===== config.mk =====
export PLATFORM = sky130hd
export DESIGN_NAME = frame_irq
export DESIGN_NICKNAME = d
export VERILOG_FILES = /design/src/frame_irq.sv
export SDC_FILE = /design/constraint.sdc
export NUM_CORES = 1
export LEC_CHECK = 0
export BUFFER_PORTS_ARGS = -buffer_cell sky130_fd_sc_hd__buf_2
export CAP_MARGIN = 30
export CELL_PAD_IN_SITES_DETAIL_PLACEMENT = 1
export CELL_PAD_IN_SITES_GLOBAL_PLACEMENT = 2
export CORE_AREA = 2 2 39 41
export DETAILED_ROUTE_END_ITERATION = 6
export DIE_AREA = 0 0 41 43
export GPL_ROUTABILITY_DRIVEN = 0
export PLACE_DENSITY = 0.44
export SYNTH_ARGS = -nofsm -noshare
export SYNTH_HDL_FRONTEND = slang
export SYNTH_SLANG_ARGS = --single-unit

===== constraint.sdc =====
create_clock -name clk -period 1.1 [get_ports clk]
set_input_delay 0.22 -clock clk [delete_from_list [all_inputs] [get_ports clk]]
set_output_delay 0.22 -clock clk [all_outputs]
set_load 0.01 [all_outputs]

===== src/frame_irq.sv =====
// Vertical blank interrupts
// IRQ on every blank start, FIRQ on every second one, both gated by
// their enables and by the pause switch

module frame_irq (
    input  logic clk,
    input  logic rst,
    input  logic lvbl,
    input  logic dip_pause,
    input  logic irq_en,
    input  logic firq_en,
    output logic irq_n,
    output logic firq_n
);

    logic lvbl_l;
    logic blank_start;
    logic frame_odd;

    // Falling edge of lvbl
    assign blank_start = !lvbl && lvbl_l;

    always_ff @(posedge clk or posedge rst) begin
        if (rst) begin
            lvbl_l    <= 1'b1;
            frame_odd <= 1'b0;
        end else begin
            lvbl_l <= lvbl;
            if (blank_start) begin
                frame_odd <= !frame_odd;
            end
        end
    end

    // Set dominant, only a cleared enable releases it
    always_ff @(posedge clk or posedge rst) begin
        if (rst) begin
            irq_n <= 1'b1;
        end else if (blank_start && dip_pause && irq_en) begin
            irq_n <= 1'b0;
        end else if (!irq_en) begin
            irq_n <= 1'b1;
        end
    end

    // Fires on the blank that makes the frame odd
    always_ff @(posedge clk or posedge rst) begin
        if (rst) begin
            firq_n <= 1'b1;
        end else if (!firq_en || !dip_pause) begin
            firq_n <= 1'b1;
        end else if (blank_start && !frame_odd) begin
            firq_n <= 1'b0;
        end
    end

endmodule


=== Word level (Yosys, flattened, before mapping) ===
Cells that the tools add are included.

* Bits of input ports: 6
* Bits in registers: 4

* Mux-type cells: 4
* Reductions and logical operators: 10
* Eq/ne operators: 1

{| class="wikitable"
|+ Operators with widths
! cell !! number
|-
| $logic_and A1 B1 Y1 || 4
|-
| $logic_not A1 Y1 || 4
|-
| $mux W1 || 4
|-
| $ne A2 B1 Y1 const B || 1
|-
| $reduce_bool A2 Y1 || 1
|-
| $logic_or A1 B1 Y1 || 1
|}

=== Longest topological paths before layout ===
* Word-level depth: 5
* Mapped depth: 2
* Gate-level depth less buffers: 2

=== Least setup slack after synthesis ===
Ideal clock, no wire load.

* Kind: reg-to-reg
* Start point: register lvbl_l
* End point: register firq_n
* Path buffers: 0
* Arrival time: 0.745 ns
* Required time: 1.016 ns
* Clock period less this slack: 0.829 ns
* Slack: 0.271 ns
* Cell stages (with the launch flop): 3
* Path through: dfstp_2 -> nor3b_2 -> o211ai_2

* Longest elaborated chain between the ends: 3

{| class="wikitable"
|+ Ends and longest elaborated chain
! item !! RTL line !! source
|-
| start, declared || 16 || <nowiki>logic lvbl_l;</nowiki>
|-
| start signal, assigned || 28 || <nowiki>lvbl_l <= lvbl;</nowiki>
|-
| $logic_and A1 B1 Y1 || 21 || <nowiki>assign blank_start = !lvbl && lvbl_l;</nowiki>
|-
| $logic_and A1 B1 Y1 || 52 || <nowiki>end else if (blank_start && !frame_odd) begin</nowiki>
|-
| $reduce_bool A2 Y1 (no source line) || - ||
|-
| end signal, assigned || 49 || <nowiki>firq_n <= 1'b1;</nowiki>
|-
| end signal, assigned || 51 || <nowiki>firq_n <= 1'b1;</nowiki>
|-
| end signal, assigned || 53 || <nowiki>firq_n <= 1'b0;</nowiki>
|-
| end, declared || 13 || <nowiki>output logic firq_n</nowiki>
|}

No other way between the ends.
A chain may end at the register's enable or synchronous reset.

=== Worst setup path in the final report ===
* Start point: register irq_n
* End point: output port irq_n

{| class="wikitable"
|+ RTL lines
! item !! RTL line !! source
|-
| start, declared || 12 || <nowiki>output logic irq_n,</nowiki>
|-
| start signal, assigned || 38 || <nowiki>irq_n <= 1'b1;</nowiki>
|-
| start signal, assigned || 40 || <nowiki>irq_n <= 1'b0;</nowiki>
|-
| start signal, assigned || 42 || <nowiki>irq_n <= 1'b1;</nowiki>
|}

No word-level cell between the ends.

==> results.sh <==
export IMPL_postSynthAreaPerCell_um2=13.3
export IMPL_hold_violations=0
export IMPL_grt_pass1_wl_um=655
export IMPL_vdd_ir_drop_max_v=0.000387
export IMPL_insertion_delay_ns=0.24
export IMPL_first_iter_violations=0
export IMPL_fp_dieH_um=43
export IMPL_drc=0
export IMPL_cts_setup_buffers=0
export IMPL_ys_top_cells_by_count="dfstp_2 (3), inv_1 (3)"
export IMPL_r2r_start="lvbl_l"
export IMPL_stdcell_area_um2=277
export IMPL_skew_ns=0.00744
export IMPL_crit_chain="buf_6"
export IMPL_place_area_um2=228
export IMPL_drt_first_pass_iters=1
export IMPL_drive_gt1_frac=0.640
export IMPL_startpoint="irq_n"
export IMPL_crit_arrival_ns=0.87
export IMPL_syn_to_final_growth_pct=60.1
export IMPL_fin_crit_ns=1.09
export IMPL_powerDensity_nw_per_um2=1690
export IMPL_wirelength_um=366
export IMPL_synthTopCellsByArea="dfstp_2 (46%), dfrtp_1 (14%), nor3b_2 (7.2%), o211ai_2 (7.2%), inv_1 (6.5%)"
export IMPL_wl_per_cell_um=8.93
export IMPL_rr_worst_depth=2
export IMPL_maxSlewViolCount=0
export IMPL_wl_met1_um=159
export IMPL_nFillCells=160
export IMPL_path_clk_slew_ns=0.04
export IMPL_grt_overflow_total=0
export IMPL_synth_top_area_cell="dfstp_2"
export IMPL_synth_fp_nets=19
export IMPL_core_um2=1380
export IMPL_port_buffers=7
export IMPL_wl_met2_um=148
export IMPL_ioPinCount=8
export IMPL_maxCapViolations=0
export IMPL_worst_slew_pin_slew_ns=0.162
export IMPL_ys_ff_latch=4
export IMPL_cts_buffers=3
export IMPL_async_reset_ff_frac=1.00
export IMPL_grt_max_degree=5
export IMPL_synth_edf_count=0
export IMPL_critical_path_class="reg -> out"
export IMPL_yosysUniqueCellTypes=9
export IMPL_antenna_left=0
export IMPL_rows=14
export IMPL_top_layer="met4"
export IMPL_start_kind="register"
export IMPL_cp_max_fo=2
export IMPL_slew_headroom=0.891
export IMPL_finalCritPeriodShare=0.989
export IMPL_cts_root_buffer="clkbuf_4"
export IMPL_status="completed"
export IMPL_num_vias=140
export IMPL_yosysWarnings=0
export IMPL_cpLargestDelayFamily="flip-flops"
export IMPL_grt_antenna_before_repair=0
export IMPL_path_depth=1
export IMPL_r2r_end="firq_n"
export IMPL_syn_area_um2=173
export IMPL_setup_viol=0
export IMPL_cts_tree="yes"
export IMPL_cts_sinks=4
export IMPL_max_stage_delay_ns=0.53
export IMPL_rsz0062_at_grt="yes"
export IMPL_die_area_um2=1760
export IMPL_ys_seq_area_frac=0.601
export IMPL_yosysTopAreaCellShare=0.457
export IMPL_crit_path_end="irq_n"
export IMPL_synth_ff_type="dfstp_2"
export IMPL_synthCells=13
export IMPL_worst_path_max_delay_cell="dfstp_2"
export IMPL_avgViaCountPerCell=3.41
export IMPL_worst_path_buf_inv=1
export IMPL_start_util=0.125
export IMPL_die_w_um=41
export IMPL_p_leak_nw=0.138
export IMPL_final_core_util=0.200
export IMPL_n_antenna_cell=0
export IMPL_rrSetupSlack_ns=0.23
export IMPL_cts_htree_levels=1
export IMPL_wl_met3_um=48
export IMPL_grt_pass1_vias=171
export IMPL_hp_class="in -> reg"
export IMPL_crit_path_end_kind="output port"
export IMPL_grtUsageTotal=0.0655
export IMPL_crit_required_ns=0.88
export IMPL_max_clock_path_buffers=2
export IMPL_nets=32
export IMPL_clock_fmax_mhz=919
==> power breakdown <==
part	switching, mW	internal, mW
clock	0.0705	0.137
combinational	0.0229	0.0390
sequential	0.0200	0.177
==> registers in the layout, indices dropped and copies added, names as in the netlist <==
name       count
irq_n          1
frame_odd      1
firq_n         1
lvbl_l         1
==> what timing repair did <==
item,CTS,global route
resized for setup,2,0
setup endpoints to repair,2,2
endpoints found under the hold margin,1,0
cloned,0,0
hold buffers,1,0
==> how the worst min path moves through the flow <==
stage / start / end / cells after the start
2_1_floorplan: rst / frame_odd / 1
5_1_grt: lvbl / lvbl_l / 1
3_5_place_dp: rst / frame_odd / 2
3_3_place_gp: rst / frame_odd / 2
6_report: irq_en / irq_n / 2
4_1_cts: irq_en / irq_n / 2
==> area by class of cell <==
type	instances	area (um2)	share of cell area
Tap cell	16	20.0	0.0724
Timing Repair Buffer	8	57.6	0.208
Sequential cell	4	104	0.376
Clock buffer	4	26.3	0.0950
Multi-Input combinational cell	6	57.6	0.208
Inverter	3	11.3	0.0407
==> stage by stage <==
step                cells  power [mW]  worst slack [ns]  setup TNS, ns  hold WS [ns]
CTS                    41       0.479          0.000385              0         0.106
global placement       36       0.253             0.229              0         0.104
floorplan              13       0.232             0.271              0       -0.0161
detailed placement     36       0.254             0.217              0         0.115
finish                 41       0.467            0.0116              0         0.113
global route           41       0.497           -0.0169        -0.0216         0.113
==> cells in the final DEF, fill, tap and decap left out <==
cell type,synthesis,final
nor3b_2,1,1
o21ai_2,1,1
and3b_1,1,1
o211ai_2,1,1
buf_6,0,2
buf_2,0,5
dfrtp_1,1,1
dfstp_2,3,3
nand2b_1,1,1
clkbuf_4,0,3
inv_1,3,3
xnor2_1,1,1
dlygate4sd3_1,0,1
clkbuf_1,0,1
==> metal layers <==
layer,global-route usage,up-vias
met1,0.0584,66
met2,0.0781,7
met5,0,-
met4,0.100,0
met3,0.0366,2
li1,-,65
==> logic make-up (layout without fill, tap and decap cells) <==
group	count (synthesis)	count (layout)	share of synthesized area
AOI/OAI and AO/OA	2	2	0.123
xor gates and xnor gates	1	1	0.0507
DFF	4	4	0.601
and+or+nand+nor	3	3	0.159
buffers and inverters	3	15	0.0652
Note: power is estimated with default switching activity, not from simulation.
