<file path="config.mk">
export PLATFORM = sky130hd
export DESIGN_NAME = cabinet_mux
export DESIGN_NICKNAME = d
export VERILOG_FILES = /design/src/main_bus_pkg.sv /design/src/cabinet_mux.sv
export SDC_FILE = /design/constraint.sdc
export NUM_CORES = 1
export LEC_CHECK = 0
export BUFFER_PORTS_ARGS = -buffer_cell sky130_fd_sc_hd__buf_2
export CAP_MARGIN = 20
export CORE_AREA = 2 2 39 41
export CTS_BUF_LIST = sky130_fd_sc_hd__clkbuf_8
export CTS_CLUSTER_SIZE = 28
export DETAILED_ROUTE_END_ITERATION = 10
export DIE_AREA = 0 0 41 43
export GPL_ROUTABILITY_DRIVEN = 0
export HOLD_SLACK_MARGIN = 0.12
export SKIP_CTS_REPAIR_TIMING = 1
export SYNTH_ARGS = -nofsm -noshare
export SYNTH_HDL_FRONTEND = slang
export SYNTH_SLANG_ARGS = --single-unit
</file>
<file path="constraint.sdc">
create_clock -name clk -period 1.2 [get_ports clk]
set_input_delay 0.06 -clock clk [delete_from_list [all_inputs] [get_ports clk]]
set_output_delay 0.06 -clock clk [all_outputs]
set_load 0.03 [all_outputs]
</file>
<file path="src/main_bus_pkg.sv">
// Main-board bus address map
// Region starts, I/O page codes and sub-selects shared by the decoder
// and the top level

package main_bus_pkg;

    // Data bus
    localparam int unsigned data_w = 8;

    // I/O pages, compared against addr[15:9]
    localparam logic [6:0] io_rd_page = 7'h18;  // 3000-31FF
    localparam logic [6:0] io_wr_page = 7'h40;  // 8000-81FF

    // Read page split on addr[8:7]
    localparam logic [1:0] sel_dip1   = 2'd0;
    localparam logic [1:0] sel_imux   = 2'd1;
    localparam logic [1:0] sel_dip3   = 2'd2;
    localparam logic [1:0] sel_vector = 2'd3;   // Also used on the write page

    // Write page split on addr[8:7]
    localparam logic [1:0] sel_oreg = 2'd1;     // 74LS259 style latch
    localparam logic [1:0] sel_snd  = 2'd2;     // Sound command

    // Memory regions
    localparam logic [15:0] objram_base = 16'h4000;
    localparam logic [15:0] vram_base   = 16'h4800;
    localparam logic [15:0] ram_base    = 16'h5000;
    localparam logic [15:0] rom_base    = 16'h6000;

    // Writable vectors replace ROM from FFF0 up to FFFD
    // FFFE/FFFF (reset vector) still come from ROM
    localparam logic [15:0] vector_base = 16'hFFF0;

    // ROM image starts at CPU address 6000
    localparam logic [15:0] rom_offset = 16'h6000;

endpackage
</file>
<file path="src/cabinet_mux.sv">
// Cabinet input multiplexer
// Picks one byte of player inputs or DIP switches and registers it,
// joystick bits are reordered to the board's wiring

module cabinet_mux (
    input  logic                            clk,
    input  logic [1:0]                      sel,
    input  logic [1:0]                      start_button,
    input  logic [1:0]                      coin_input,
    input  logic                            service,
    input  logic [5:0]                      joystick1,
    input  logic [5:0]                      joystick2,
    input  logic [main_bus_pkg::data_w-1:0] dipsw,
    output logic [main_bus_pkg::data_w-1:0] cabinet
);

    // Buttons stay in place, directions come out as down, up, right, left
    function automatic logic [main_bus_pkg::data_w-1:0] joy_byte(input logic [5:0] joy);
        joy_byte = {2'b11, joy[5:4], joy[2], joy[3], joy[0], joy[1]};
    endfunction

    logic [main_bus_pkg::data_w-1:0] sys_byte;

    assign sys_byte = {3'b111, start_button, service, coin_input};

    always_ff @(posedge clk) begin
        case (sel)
            2'd0: cabinet <= sys_byte;
            2'd1: cabinet <= joy_byte(joystick1);
            2'd2: cabinet <= joy_byte(joystick2);
            default: cabinet <= dipsw;  // Middle DIP byte
        endcase
    end

endmodule

</file>
# ---- After elaboration in Yosys (flattened, before gate mapping)
# Index checks and enable logic that the tools add are counted.
# W data, S select, Z words.
dict set report word_totals {
  regBits 8
  in_bits 28
  out_inout_bits 8
  wordCells 5
}
dict set report classes {
  eq_ne 2
  mux 1
  reduce_logical 1
}
# operator n
set op_table {}
lappend op_table {{$pmux W8 S3} 1}
lappend op_table {{$eq A2 B1 Y1 const B} 1}
lappend op_table {{$eq A2 B2 Y1 const B} 1}
lappend op_table {{$logic_not A2 Y1} 1}

# ---- Logic depth before layout (Yosys ltp)
dict set report depth {
  depth_word 2
  ltp_mapped 3
  ltp_nobuf 2
}

# ---- Least setup slack after synthesis
# No wires, ideal clock.
dict set report synth_path {
  path_kind {input -> register}
  startpoint {in sel[0]}
  endpoint {reg cabinet[0] (netlist name)}
  setup_ps 135
  arrival_ps 659
  required_time_ps 1065
  setup_slack_ps 406
  stages 2
  n_path_buf 1
  path_cell_list {buf_6 mux4_2}
}
dict set report synth_between {
  elab_chain_cells 2
  word_cells_on_any_way 4
  cone_classes {eq/ne: 2; mux: 1; reduce/logical: 1}
}
# item line
set synth_lines {}
lappend synth_lines {{start: declaration} cabinet_mux.sv:7} ;# input logic [1:0] sel,
lappend synth_lines {{$eq A2 B2 Y1, or another cell as far along} cabinet_mux.sv:27} ;# case (sel)
lappend synth_lines {{$pmux W8 S3 *} cabinet_mux.sv:27}
lappend synth_lines {{end signal: assignment} cabinet_mux.sv:28} ;# 2'd0: cabinet <= sys_byte;
lappend synth_lines {{end signal: assignment} cabinet_mux.sv:29} ;# 2'd1: cabinet <= joy_byte(joystick1);
lappend synth_lines {{end signal: assignment} cabinet_mux.sv:30} ;# 2'd2: cabinet <= joy_byte(joystick2);
lappend synth_lines {{end: declaration} cabinet_mux.sv:14} ;# output logic [main_bus_pkg::data_w-1:0] cabinet
# Mark *: on every way between the ends. The rest lies on a longest branch, timed or not.

# ---- Final worst setup path
dict set report layout_path {
  startpoint {reg cabinet[3] (netlist name)}
  endpoint {out cabinet[3] (netlist name)}
}
# No word-level cell between the ends.

==> flow_metrics.env <==
export IMPL_finalHoldViolCount=0
export IMPL_worst_pin_slew_ps=226.5
export IMPL_dr_pass1_iters=3
export IMPL_grt_pass1_vias=320
export IMPL_start_kind="flip-flop"
export IMPL_routed_wirelength_um=830
export IMPL_layout_setup_ws_ps=415.0
export IMPL_area_growth_pct=72.45
export IMPL_placed_cells=69
export IMPL_antennaDiodeCount=0
export IMPL_largest_register="cabinet"
export IMPL_grt_pass1_wl_um=1200
export IMPL_power_density_nw_per_um2=1343
export IMPL_slew_violations=0
export IMPL_fp_dieW_um=41
export IMPL_critical_path_arrival_ps=730
export IMPL_path_clk_slew_ps=40
export IMPL_cp_endpoint="cabinet[3]"
export IMPL_crit_required_ps=1140
export IMPL_rows=14
export IMPL_setup_tns_ps=0
export IMPL_die_h_um=43
export IMPL_fmax_mhz=1274
export IMPL_relSlewSlack_pct=84.90
export IMPL_grt_max_degree=10
export IMPL_ctsRootBufferMaster="clkbuf_8"
export IMPL_max_stage_delay_ps=310
export IMPL_worst_path_max_fanout=1
export IMPL_numCtsBuffers=3
export IMPL_status="finished, final reports clean"
export IMPL_die_area_um2=1763
export IMPL_synth_seq_area_share_pct=48.30
export IMPL_wl_per_cell_um=11.22
export IMPL_grt_use_met1_pct=10.77
export IMPL_ys_top_cells_by_area="dfxtp_1 48%, mux4_2 34%, nand3b_1 4.5%, nor3b_2 3.8%, buf_6 3.4%"
export IMPL_synthCells=20
export IMPL_nFillCells=140
export IMPL_power_total_uw=768.0
export IMPL_use_met3_pct=3.141
export IMPL_io_pins=36
export IMPL_crit_chain="buf_2"
export IMPL_p_leak_nw=0.2766
export IMPL_ctsLongestPathBuffers=2
export IMPL_largest_reg_flops=8
export IMPL_critPathBufInv=1
export IMPL_ys_types=8
export IMPL_fin_cells=74
export IMPL_syn_num_nets=48
export IMPL_cts_tree="built"
export IMPL_peakVddDrop_uv=375.1
export IMPL_drv_cap=0
export IMPL_hp_class="in -> reg"
export IMPL_gr_usage_met2_pct=17.19
export IMPL_num_vias=312
export IMPL_post_route_period_util_pct=65.42
export IMPL_worst_path_stages=1
export IMPL_worstSetupEndpointType="output port"
export IMPL_yosysWarnings=0
export IMPL_min_period_ps=785.0
export IMPL_drive_gt1_share_pct=75.86
export IMPL_drtAntennaViolNets=0
export IMPL_dpl_worst_slack_ps=241.3
export IMPL_synth_top_area_cell="dfxtp_1"
export IMPL_crit_slowest_cell="dfxtp_1"
export IMPL_start_util_pct=23.96
export IMPL_drt_iter0_markers=5
export IMPL_top_usage_layer="met2"
export IMPL_holdWs_ps=116.0
export IMPL_htreeDepth=1
export IMPL_grtUsageTotal_pct=10.69
export IMPL_critPathTopFamily="flip-flops"
export IMPL_final_nets=88
export IMPL_reg_top3="cabinet: 8 flops"
export IMPL_io_buffer_count=35
export IMPL_synth_seq_cells=8
export IMPL_drc=0
export IMPL_antenna_found_initial=0
export IMPL_path_class="reg -> out"
export IMPL_grt_overflow=0
export IMPL_synth_top_area_share_pct=48.30
export IMPL_startpoint="cabinet[3]"
export IMPL_core_region_area_um2=1384
export IMPL_clock_sinks=8
export IMPL_viasPerCell=4.216
export IMPL_setup_viol=0
export IMPL_syn_area_um2=331.6
export IMPL_grt_setup_unrepaired="false"
export IMPL_whs_path_depth=3
export IMPL_syn_area_per_cell_um2=16.58
==> stage by stage <==
stage               cell area, um2  util, %
floorplan                    331.6        -
global placement             510.5    36.89
detailed placement           510.5    36.89
CTS                          551.8    39.87
global route                 571.8    41.32
finish                       571.8    41.32
==> power breakdown <==
group          switching, mW  internal (mW)  leakage (nW)
clock                 0.0897          0.216        0.0216
sequential           0.00526          0.291        0.0671
combinational         0.0847         0.0817         0.188
total                  0.180          0.588         0.277
==> kinds of logic after synthesis <==
logic type             count (synthesis)  share of synthesized area (%)
buffers and inverters                  2                          4.904
flip-flops                             8                          48.30
multiplexers                           6                          36.98
AO/OA/AOI/OAI                          1                          1.508
AND/OR/NAND/NOR                        3                          8.300
==> area by class of cell <==
| cell class | count | area [um2] | area share [%] |
|---|---|---|---|
| Sequential cell | 8 | 160.2 | 28.01 |
| Clock buffer | 3 | 41.29 | 7.221 |
| Timing Repair Buffer | 37 | 195.2 | 34.14 |
| Multi-Input combinational cell | 10 | 155.1 | 27.13 |
| Tap cell | 16 | 20.02 | 3.501 |
==> metal layers <==
metal	wire length, um	part of all wire, %
met1	301	36
met2	470	57
met3	58	7.0
met4	0	0
met5	0	0
==> worst min path at each step <==
stage	from	to	slack, ps
after global placement	dipsw[7]	cabinet[7]	250
after detailed placement	dipsw[6]	cabinet[6]	250
after CTS	dipsw[6]	cabinet[6]	20
after global routing	sel[1]	cabinet[7]	140
after floorplan	dipsw[6]	cabinet[6]	170
final	joystick1[5]	cabinet[5]	120
==> synth_stat cells <==
library cell  count
mux2i_1           1
dfxtp_1           8
buf_6             1
a21oi_1           1
buf_2             1
mux4_2            5
nand3b_1          2
nor3b_2           1
==> cells in the final DEF, fill, tap and decap left out, drive strengths merged <==
master       instances
a21oi                1
buf                 35
clkbuf               3
dfxtp                8
dlygate4sd3          2
mux2i                1
mux4                 5
nand3b               2
nor3b                1
Note: power is estimated with default switching activity, not from simulation.
