## src/main_bus_pkg.sv

```systemverilog
// Main-board bus address map
// Region starts, I/O page codes and sub-selects shared by the decoder
// and the top level

package main_bus_pkg;

    // Data bus
    localparam int unsigned data_w = 8;

    // I/O pages, compared against addr[15:9]
    localparam logic [6:0] io_rd_page = 7'h18;  // 3000-31FF
    localparam logic [6:0] io_wr_page = 7'h40;  // 8000-81FF

    // Read page split on addr[8:7]
    localparam logic [1:0] sel_dip1   = 2'd0;
    localparam logic [1:0] sel_imux   = 2'd1;
    localparam logic [1:0] sel_dip3   = 2'd2;
    localparam logic [1:0] sel_vector = 2'd3;   // Also used on the write page

    // Write page split on addr[8:7]
    localparam logic [1:0] sel_oreg = 2'd1;     // 74LS259 style latch
    localparam logic [1:0] sel_snd  = 2'd2;     // Sound command

    // Memory regions
    localparam logic [15:0] objram_base = 16'h4000;
    localparam logic [15:0] vram_base   = 16'h4800;
    localparam logic [15:0] ram_base    = 16'h5000;
    localparam logic [15:0] rom_base    = 16'h6000;

    // Writable vectors replace ROM from FFF0 up to FFFD
    // FFFE/FFFF (reset vector) still come from ROM
    localparam logic [15:0] vector_base = 16'hFFF0;

    // ROM image starts at CPU address 6000
    localparam logic [15:0] rom_offset = 16'h6000;

endpackage
```

## src/out_latch.sv

```systemverilog
// Output register and sound command latch
// Bit-addressable latch in the manner of a 74LS259 plus a full
// byte latch handed over to the sound board

module out_latch (
    input  logic                            clk,
    input  logic                            rst,
    input  logic                            wr,
    input  logic                            oreg_cs,
    input  logic                            snd_cs,
    input  logic [2:0]                      bit_addr,
    input  logic [main_bus_pkg::data_w-1:0] din,
    output logic                            flip,
    output logic                            snd_on,
    output logic                            mute,
    output logic                            firq_en,
    output logic                            irq_en,
    output logic [main_bus_pkg::data_w-1:0] snd_latch
);

    logic oreg_wr;
    logic snd_wr;

    assign oreg_wr = wr && oreg_cs;
    assign snd_wr  = wr && snd_cs;

    always_ff @(posedge clk or posedge rst) begin
        if (rst) begin
            flip    <= 1'b0;
            snd_on  <= 1'b0;
            mute    <= 1'b0;
            firq_en <= 1'b0;
            irq_en  <= 1'b0;
        end else if (oreg_wr) begin
            // Only D0 reaches the latch
            case (bit_addr)
                3'd0: flip    <= din[0];
                3'd1: snd_on  <= din[0];
                3'd2: mute    <= din[0];
                // 3 and 4 drive the coin counters, 5 is open
                3'd6: firq_en <= din[0];
                3'd7: irq_en  <= din[0];
                default: ;
            endcase
        end
    end

    always_ff @(posedge clk or posedge rst) begin
        if (rst) begin
            snd_latch <= '0;
        end else if (snd_wr) begin
            snd_latch <= din;   // Whole command byte
        end
    end

endmodule

```

## config.mk

```make
export PLATFORM = sky130hd
export DESIGN_NAME = out_latch
export DESIGN_NICKNAME = d
export VERILOG_FILES = /design/src/main_bus_pkg.sv /design/src/out_latch.sv
export SDC_FILE = /design/constraint.sdc
export NUM_CORES = 1
export LEC_CHECK = 0
export BUFFER_PORTS_ARGS = -buffer_cell sky130_fd_sc_hd__buf_2
export CORE_AREA = 2 2 39 41
export DETAILED_ROUTE_END_ITERATION = 6
export DIE_AREA = 0 0 41 43
export HOLD_SLACK_MARGIN = 0.15
export PLACE_DENSITY_LB_ADDON = 0.1
export SETUP_SLACK_MARGIN = 0.4
export SKIP_CTS_REPAIR_TIMING = 1
export SYNTH_ARGS = -nofsm -noshare
export SYNTH_HDL_FRONTEND = slang
export SYNTH_SLANG_ARGS = --single-unit
```

## constraint.sdc

```tcl
create_clock -name clk -period 0.83 [get_ports clk]
set_input_delay 0.1245 -clock clk [delete_from_list [all_inputs] [get_ports clk]]
set_output_delay 0.1245 -clock clk [all_outputs]
set_load 0.05 [all_outputs]
```

* After elaboration in Yosys (flattened, before gate mapping) *
Index checks and enable logic that the tools add are counted.

storage, ports and cells
  bits in registers = 13
  bits of input ports = 16
  output and inout bits = 13
  word-level logic and storage cells = 18

operators by class
  equality and inequality tests = 4
  reduce and logical (&&, ||, !) cells = 8

operators with widths
  operator                                        count
  AND reduction 2 bit                             5
  == test 3 bit (second input constant)           2
  == test 3 x 1 -> 1 bit (second input constant)  1
  == test 3 x 2 -> 1 bit (second input constant)  1
  logical NOT 3 bit                               1
  logical AND 1 bit                               2

* Longest topological paths before layout *
  depth after elaboration = 2
  gate-level depth with buffers = 3
  gate-level depth less buffers = 3

* Least setup slack after synthesis *
Ideal clock, no wire load.

  path kind = register to register
  from = reg snd_latch[0] (netlist name)
  to = reg snd_latch[0] (netlist bit)
  setup time = 0.125 ns
  arrival time = 0.866 ns
  data required time = 0.705 ns
  slack = -0.160 ns
  cell stages (with the launch flop) = 2
  buffers on the path = 0
  clock period less this slack = 0.990 ns
  path through = dfrtp_1 > mux2_2

RTL lines
  what                  RTL line         text
  end signal, assigned  out_latch.sv:52  snd_latch <= din;
  end, declared         out_latch.sv:18  output logic [main_bus_pkg::data_w-1:0] snd_latch

* Worst setup path in the final report *
  from = reg irq_en
  to = out irq_en

RTL lines
  what                    RTL line         text
  start, declared         out_latch.sv:17  output logic irq_en,
  start signal, assigned  out_latch.sv:42  3'd7: irq_en <= din[0];

No word-level cell between the ends.

==> impl_results.rst <==
.. list-table::
   :header-rows: 1

   * - Metric
     - Value
   * - Standard cell core area
     - 0.00138 mm2
   * - Type of destination of the critical path
     - primary output
   * - Crit path max-delay family
     - flip-flops
   * - FP Rows
     - 14
   * - First-pass detailed-route iteration total
     - 2
   * - Depth of the worst register-to-register path
     - 2
   * - WHS
     - -167 ps
   * - Headroom to the max-slew limit
     - 81.0%
   * - Critical path origin
     - irq_en
   * - Series of cell instances along the critical path
     - buf_6
   * - Drt initial violations
     - 1
   * - Vias in the first global route
     - 402
   * - Starting Density
     - 38.1%
   * - Leading cell types by total area after synthesis
     - dfrtp_1 (62%), mux2_2 (26%), mux2_4 (2.9%)
   * - Synthesized area per cell
     - 14.6 um2
   * - Finished layout cell area
     - 926 um2
   * - ANT cells
     - 0
   * - Tcrit/Tclk final
     - 118%
   * - Cell type contributing the most total cell area after synthesis
     - dfrtp_1
   * - Post-synth EDFFs
     - 0
   * - Wire length of the first global-routing pass
     - 1580 um
   * - Actual transition at the worst max-transition pin
     - 282 ps
   * - Data arrival time of the critical path
     - 850 ps
   * - Yosys warnings
     - 0
   * - Detail-routed net length per standard cell
     - 13.1 um
   * - Inserted Clock Buffers
     - 3
   * - Post-route total power
     - 2.20 mW
   * - Class of the tightest hold or removal check
     - in2async
   * - IR drop worst, VDD
     - 1230 uV
   * - Final Max Slew Viols
     - 0
   * - Launching element type of the critical path
     - register
   * - Post-Place Worst Slack
     - -311 ps
   * - TritonCTS clock tree
     - built
   * - Critical-path top delay cell
     - dfrtp_2
   * - Placer's final routability congestion estimate
     - 0.624
   * - Library cell with the highest instance count after synthesis
     - dfrtp_1
   * - Antenna violation net count after detailed routing
     - 0
   * - Min cycle time layout
     - 976 ps
   * - Global route overflow
     - 0
   * - Flops & latches, synth
     - 13
   * - DR DRC count
     - 0
   * - Width of the die
     - 41 um
   * - RSZ-0062 raised after global routing
     - yes
   * - Share of the yosys chip area belonging to registers
     - 61.8%
   * - Top cells by instance count after synthesis
     - dfrtp_1 (13), mux2_2 (12), nand2_1 (3), nor4_1 (2)
   * - Post-Place Cells
     - 82
   * - # H-tree levels
     - 1
   * - # fillers
     - 105
   * - Via count normalized by instance count
     - 4.75
   * - Worst stage delay on the critical path
     - 420 ps
   * - Fraction of registers with async set or reset after synthesis
     - 100%
   * - Antenna violations before repair
     - 0
   * - Outcome
     - complete, but fails checks
   * - Synth Instances
     - 36
   * - Post-Synthesis Cell Area
     - 527 um2
   * - Cell chosen for the clock root
     - clkbuf_4
   * - Post-Route WL
     - 1140 um
   * - Net count reported at finish
     - 88
   * - Layout cell share with drive strength beyond 1
     - 93.0%
   * - Maximum clock insertion buffer count
     - 2
   * - IO Pins
     - 29
   * - Overall die area
     - 0.00176 mm2
   * - Relative area change from synthesis to final layout
     - 75.8%
   * - Clock sinks
     - 13
   * - Area share of the largest cell type after synthesis
     - 61.8%
   * - Sum of buffers and inverters on the critical path
     - 1
   * - Fmax
     - 1020 MHz
   * - Pwr dens
     - 2370 mW/mm2
   * - Clock skew
     - 0 ps
   * - Required time reported for the critical path endpoint
     - 710 ps
   * - Overall via count from detail_route
     - 413
   * - Max-cap check violation count
     - 0
   * - Post-Place Cell Area
     - 773 um2
   * - Post-route setup slack
     - -146 ps
   * - Clock latency reported for the late side of the worst-skew pair
     - 270 ps
   * - Number of hold violations in the final report
     - 13
   * - Peak fanout along the critical path
     - 2
   * - Most used DFF post-synth
     - dfrtp_1
   * - Critical R2R Launch
     - flip
   * - Crit Path Class
     - reg2out
   * - Logic depth of the worst setup path including buffers
     - 1
   * - CTS clock-pin slew for the worst setup and hold paths
     - 80 ps
   * - Violations in the final reports
     - negative hold slack, negative setup slack
   * - Unique cell type count in the Yosys netlist
     - 10
   * - Total track usage
     - 13.3%
   * - Syn nets
     - 52
   * - Die height
     - 43 um
   * - Number of port buffers
     - 28
   * - Layout Cells excl Fill
     - 87
   * - Pleak
     - 0.443 nW
   * - Maximum number of pins on one net before global-route repair
     - 14
   * - Final-report setup violation count
     - 14
[power by group]
group	leakage [nW]	internal (mW)	switching (mW)	total [mW]
sequential	0.141	0.768	0.0848	0.853
clock	0.0177	0.178	0.202	0.380
combinational	0.284	0.415	0.550	0.965
[path summary, 6_finish.rpt]
kind / end / slack [ps]
min in group clk: snd_latch[3] / 80
max in group asynchronous: flip / 820
worst min-delay path: snd_latch[4] / -170
worst max-delay path: irq_en / -150
worst max register to register: flip / -60
worst min register to register: snd_latch[1] / 530
[layout by cell type (no fill, tap or decap)]
cell type,n
nand2_8,1
or3_4,1
buf_2,12
nand2_1,2
inv_2,1
dfrtp_2,13
inv_1,1
buf_12,1
mux2_2,4
nor4_1,1
nor4_2,1
nor3_1,1
clkbuf_4,3
buf_4,3
buf_6,15
mux2_4,9
nor4b_2,1
clkinv_2,1
[layout make-up]
type | count | area [um2] | share of cell area [%]
flip-flops and latches | 13 | 342 | 36.9
inverters | 2 | 7.51 | 0.811
well taps | 16 | 20.0 | 2.16
multi-input cells | 21 | 258 | 27.8
clock buffers | 3 | 22.5 | 2.43
clock inverters | 1 | 5.00 | 0.541
repair buffers | 31 | 272 | 29.3
[cells by family after synthesis]
logic type	after synthesis	synth area share (%)
flip-flops	13	61.8
multiplexers	13	28.5
buffers and inverters	2	1.42
AND/OR/NAND/NOR	8	8.31
[worst reg2reg max path, stage by stage, from the launching register on]
cell,delay (ps)
dfrtp_2,410
buf_4,130
mux2_2,240
[flip-flops by register name, summed over array words and instances, names as in the netlist]
register   flops
snd_latch      8
firq_en        1
mute           1
irq_en         1
flip           1
snd_on         1
[per-layer routing]
metal,GRT usage (%),vias up,routed length [um]
li1,-,198,-
met1,14.2,197,445
met2,22.8,18,613
met3,3.14,0,79
met4,6.00,0,0
met5,0,-,0
[metrics by stage]
step / util [%] / setup TNS, ps / hold slack, ps
2_1_floorplan: - / -982 / 1.55
3_3_place_gp: 55.9 / -2180 / 123
3_5_place_dp: 55.9 / -2230 / 133
4_1_cts: 57.9 / -2530 / -164
5_1_grt: 66.9 / -2140 / -145
6_report: 66.9 / -1770 / -167
Note: power is estimated with default switching activity, not from simulation.
