<file path="config.mk">
export PLATFORM = sky130hd
export DESIGN_NAME = bus_decoder
export DESIGN_NICKNAME = d
export VERILOG_FILES = /design/src/main_bus_pkg.sv /design/src/bus_decoder.sv
export SDC_FILE = /design/constraint.sdc
export NUM_CORES = 1
export LEC_CHECK = 0
export BUFFER_PORTS_ARGS = -buffer_cell sky130_fd_sc_hd__buf_4
export CAP_MARGIN = 40
export CORE_AREA = 2 2 39 41
export DETAILED_ROUTE_END_ITERATION = 10
export DIE_AREA = 0 0 41 43
export GPL_TIMING_DRIVEN = 0
export SYNTH_ARGS = -nofsm -noshare
export SYNTH_HDL_FRONTEND = slang
export SYNTH_SLANG_ARGS = --single-unit
</file>
<file path="constraint.sdc">
create_clock -name vclk -period 2.4
set_clock_uncertainty 0.2 [all_clocks]
set_input_delay 0.24 -clock vclk [all_inputs]
set_output_delay 0.24 -clock vclk [all_outputs]
set_load 0.03 [all_outputs]
</file>
<file path="src/main_bus_pkg.sv">
// Main-board bus address map
// Region starts, I/O page codes and sub-selects shared by the decoder
// and the top level

package main_bus_pkg;

    // Data bus
    localparam int unsigned data_w = 8;

    // I/O pages, compared against addr[15:9]
    localparam logic [6:0] io_rd_page = 7'h18;  // 3000-31FF
    localparam logic [6:0] io_wr_page = 7'h40;  // 8000-81FF

    // Read page split on addr[8:7]
    localparam logic [1:0] sel_dip1   = 2'd0;
    localparam logic [1:0] sel_imux   = 2'd1;
    localparam logic [1:0] sel_dip3   = 2'd2;
    localparam logic [1:0] sel_vector = 2'd3;   // Also used on the write page

    // Write page split on addr[8:7]
    localparam logic [1:0] sel_oreg = 2'd1;     // 74LS259 style latch
    localparam logic [1:0] sel_snd  = 2'd2;     // Sound command

    // Memory regions
    localparam logic [15:0] objram_base = 16'h4000;
    localparam logic [15:0] vram_base   = 16'h4800;
    localparam logic [15:0] ram_base    = 16'h5000;
    localparam logic [15:0] rom_base    = 16'h6000;

    // Writable vectors replace ROM from FFF0 up to FFFD
    // FFFE/FFFF (reset vector) still come from ROM
    localparam logic [15:0] vector_base = 16'hFFF0;

    // ROM image starts at CPU address 6000
    localparam logic [15:0] rom_offset = 16'h6000;

endpackage
</file>
<file path="src/bus_decoder.sv">
// Address decoder for the main board
// Splits the CPU address into chip selects for I/O, RAM, video and ROM
// and flags accesses that hit nothing

module bus_decoder (
    input  logic [15:0] addr,
    input  logic        rnw,
    input  logic        vma,
    output logic        io_cs,
    output logic        vector_cs,
    output logic        vector_rd,
    output logic        dip1_cs,
    output logic        dip3_cs,
    output logic        imux_cs,
    output logic        snd_cs,
    output logic        oreg_cs,
    output logic        objram_cs,
    output logic        vram_cs,
    output logic        ram_cs,
    output logic        rom_cs,
    output logic        bus_error
);

    logic [1:0] io_sel;
    logic       in_window;

    assign io_sel = addr[8:7];

    // FFF0-FFFD, the last word stays in ROM
    assign in_window = (addr[15:4] == main_bus_pkg::vector_base[15:4]) && (addr[3:1] != 3'b111);

    always_comb begin
        // Reads and writes land on different pages
        io_cs = vma && (addr[15:9] == (rnw ? main_bus_pkg::io_rd_page
                                           : main_bus_pkg::io_wr_page));

        vector_cs = io_cs && (io_sel == main_bus_pkg::sel_vector); // Both directions
        dip1_cs   = io_cs &&  rnw && (io_sel == main_bus_pkg::sel_dip1);
        imux_cs   = io_cs &&  rnw && (io_sel == main_bus_pkg::sel_imux);
        dip3_cs   = io_cs &&  rnw && (io_sel == main_bus_pkg::sel_dip3);
        oreg_cs   = io_cs && !rnw && (io_sel == main_bus_pkg::sel_oreg);
        snd_cs    = io_cs && !rnw && (io_sel == main_bus_pkg::sel_snd);

        // 2 KB each for object and tile RAM, 4 KB of work RAM
        objram_cs = vma && (addr[15:11] == main_bus_pkg::objram_base[15:11]);
        vram_cs   = vma && (addr[15:11] == main_bus_pkg::vram_base[15:11]);
        ram_cs    = vma && (addr[15:12] == main_bus_pkg::ram_base[15:12]);

        // Vector fetch through the top of ROM
        vector_rd = vma && rnw && in_window;

        // ROM is read only and loses the vector window
        rom_cs = vma && rnw && (addr >= main_bus_pkg::rom_base) && !in_window;

        bus_error = vma && !(io_cs || vector_cs || vector_rd || dip1_cs || dip3_cs ||
                             imux_cs || snd_cs || oreg_cs || objram_cs || vram_cs ||
                             ram_cs || rom_cs);
    end

endmodule

</file>
* Word-level counts from Yosys, hierarchy flattened
Cells that the tools add are included.
** Operators by class
- Equality and inequality tests :: 9
- Muxes and demuxes :: 1
- Magnitude comparators :: 1
- Reductions and logical operators :: 33
** Operator list (count)
- logical AND 1 bit :: 18
- >= comparator 16 x 15 -> 1 bit (second input constant) :: 1
- == test 12 bit (second input constant) :: 1
- logical OR 1 bit :: 11
- == test 5 x 4 -> 1 bit (second input constant) :: 2
- == test 7 bit :: 1
- 2-to-1 mux 7 bit :: 1
- == test 2 bit (second input constant) :: 2
- == test 4 x 3 -> 1 bit (second input constant) :: 1
- zero test 1 bit :: 3
- != test 3 bit (second input constant) :: 1
- == test 2 x 1 -> 1 bit (second input constant) :: 1
- zero test 2 bit :: 1
** Storage, ports and cells
- Output and inout bits :: 13
- Logic and storage cells :: 44
- Bits in registers :: 0
- Bits of input ports :: 18

* Depth between registers and ports, before layout
- Word-level depth :: 17
- Gate-level depth with buffers :: 3
- Gate-level depth less buffers :: 3

* Least setup slack after synthesis
OpenSTA, ideal clock, no wires.
- Path kind :: input port to output port
- Start :: input port addr[14]
- End :: output port vector_cs
- Arrival :: 1727 ps
- Required time :: 1960 ps
- Path slack :: 233 ps
- Buffers on the path :: 0
- Stages on the path :: 3
- Path through :: or4b_4 nand3b_4 a211oi_1
** Between the ends
- Word-level cells in the longest chain between the ends :: 3
** Ends and longest elaborated chain
- start, declared :: line bus_decoder.sv:6 : input logic [15:0] addr,
- == test 7 bit :: line bus_decoder.sv:34 : io_cs = vma && (addr[15:9] == (rnw ? main_bus_pkg::io_rd_page
- logical AND 1 bit :: line bus_decoder.sv:34
- logical AND 1 bit :: line bus_decoder.sv:37 : vector_cs = io_cs && (io_sel == main_bus_pkg::sel_vector);
- end, declared :: line bus_decoder.sv:10 : output logic vector_cs,
Every way passes these cells.

* Final worst setup path
- Start :: input port addr[14]
- End :: output port imux_cs
** Between the ends
- Word-level cells in the longest chain between the ends :: 4
** Ends and longest elaborated chain
- == test 7 bit :: line bus_decoder.sv:34
- logical AND 1 bit :: line bus_decoder.sv:34
- logical AND 1 bit (2 in series) :: line bus_decoder.sv:39 : imux_cs = io_cs && rnw && (io_sel == main_bus_pkg::sel_imux);
- end, declared :: line bus_decoder.sv:14 : output logic imux_cs,
Every way passes these cells.

==> impl_metrics.yaml <==
placement:
  port_buffers: 30
  dp_hpwl_um: 713
  gp_congestion: 0.681
final_layout:
  final_nets: 80
  antenna-diode-count: 0
  layout_commonest_cell: "sky130_fd_sc_hd__buf_4"
  seqCellArea_um2: 0
  num-fill-cells: 161
  footprint_of_the_multi_input_gates_um2: 209
  syn_to_final_growth_pct: 113
  layout-drive-gt1-share_pct: 56.7
  most_used_cells_in_the_layout_excluding_fill_and_tap_cells: "30 x sky130_fd_sc_hd__buf_4, 4 x sky130_fd_sc_hd__nor3_1, 3 x sky130_fd_sc_hd__nor3b_1, 3 x sky130_fd_sc_hd__nor2_1, 3 x sky130_fd_sc_hd__nand4_1"
  layout.clock_buffers: 0
  numSequentialCells: 0
routing:
  viasPerCell: 4.80
  postRouteAntennaNets: 0
  via_count_of_the_routed_design: 365
  postRouteWirelength_um: 813
  initialDrtViolationCount: 1
  post-route-drc-count: 0
  firstDrtPassIters: 2
  wire_per_inst_um: 10.7
timing:
  final_max_slew_viol_count: 0
  timing.max_slew.rel_slack_pct: 77.9
  finalHoldViolations: 0
  finalWorstPathRequiredPeriod_ns: 2.05
  achievable-frequency_mhz: 489
  pin_slew_with_the_least_headroom_to_its_limit_ns: 0.329
  final-setup-viol-count: 0
  fin_tns_setup_ns: 0
  min_period_over_period_pct: 85.3
  rsz_0062_raised_after_global_routing: "false"
yosys:
  yosysTopAreaCell: "sky130_fd_sc_hd__or4b_4"
  synth_largest_type_area_fraction_pct: 12.7
  syn_nets: 48
  synth_seq_area_share_pct: 0
  syn_area_um2: 216
  synth_cells: 30
  netlist_top_cells_area: "sky130_fd_sc_hd__or4b_4 13%, sky130_fd_sc_hd__nor3b_1 10%, sky130_fd_sc_hd__nand3b_4 9.2%"
  yosys_warnings: 0
  syn-mean-instance-area_um2: 7.22
  netlist-cell-type-count: 18
pwr:
  power.static_leakage_nw: 0.222
  peakVddDrop_uv: 41.5
  power_uw: 52.5
  cell_pwr_density_nw_per_um2: 114
critical_path:
  worst_setup_path_end_kind: "output port"
  critical_path.max_stage_delay_ns: 0.55
  critical-path-slowest-cell: "sky130_fd_sc_hd__or4b_4"
  critical_path_peak_fanout: 6
  timing.critical_path.mode_cell: "sky130_fd_sc_hd__buf_4"
  startpoint_type: "input pin"
  worstPathArrival_ns: 1.61
  timing_worst_setup_path_type: "in -> out"
  crit_chain: "buf_4 > or4b_4 > nor3_1 > nor3b_1 > buf_4"
  timing.critical_path.required_ns: 1.96
die:
  floorplan.die_area_um2: 1760
  die_width_um: 41
  die_y_um: 43
  num_io_pins: 31
  placeable_core_area_um2: 1380
  row_count: 14
  floorplan.initialDensity_pct: 15.6
global_routing:
  antenna_found_initial: 0
  use_met1_pct: 13.9
  global_route.usage.total_pct: 8.59
  grt_start_max_net_pins: 7
  grt_pass1_vias: 296
  grt_remaining_overflow: 0
  grt_busiest_layer: "met1"
  grt_util_met3_pct: 0
  global_route.usage.met2_pct: 13.1
  grt_first_pass_wirelength_um: 1170
outcome:
  status: "completed"
cts:
  cts_setup_buffers: 0
  ctsHoldBuffers: 0
  cts_repair_resize_count: 0
min_path:
  timing.hold.worst.class: "in -> out"
  hold_path_stages: 3
job:
  drv.max_cap_violation_count: 0
==> synth_stat cells (2+ instances only) <==
library cell	count
sky130_fd_sc_hd__inv_1	2
sky130_fd_sc_hd__nor3b_1	3
sky130_fd_sc_hd__or4b_4	2
sky130_fd_sc_hd__nor3_1	4
sky130_fd_sc_hd__nor2_1	3
sky130_fd_sc_hd__nand4_1	3
sky130_fd_sc_hd__nand4b_1	2
==> where the power goes <==
part	switching, mW	total (mW)	internal, mW
sequential	0	0	0
combinational	0.0246	0.0525	0.0279
clock	0	0	0
==> cell families after synthesis <==
kind of cell	share of synthesized area, %
buf+inv	3.47
compound gates	14.5
simple gates	82.1
==> metrics by stage <==
stage | instance area, µm² | worst slack (ns) | hold WS [ns] | instances | utilization (%)
after detailed placement | 462 | 0.375 | 0.592 | 76 | 33.4
after CTS | 462 | 0.360 | 0.593 | 76 | 33.4
after global placement | 462 | 0.396 | 0.594 | 76 | 33.4
after global routing | 462 | 0.268 | 0.603 | 76 | 33.4
after floorplan | 216 | 0.233 | 0.351 | 30 | -
final | 462 | 0.354 | 0.593 | 76 | 33.4
==> path summary, 6_finish.rpt <==
kind / slack [ns] / end / startpoint
min: 0.59 / dip3_cs / addr[7]
max: 0.35 / imux_cs / addr[14]
==> layer usage <==
layer  vias to the layer above  part of all wire (%)
met1                       161                    44
met3                         0                    10
met4                         0                     0
met5                         -                     0
met2                        19                    46
li1                        185                     -
==> layout make-up <==
cell class	instances	area share, %
Timing Repair Buffer	30	48.8
Multi-Input combinational cell	28	45.3
Tap cell	16	4.34
Inverter	2	1.63
==> critical path, delay by kind of cell <==
kind	cells	cell delay [ns]
and+or+nand+nor	3	1.03
buffers and inverters	2	0.34
Power figures use the tool's default switching activity.
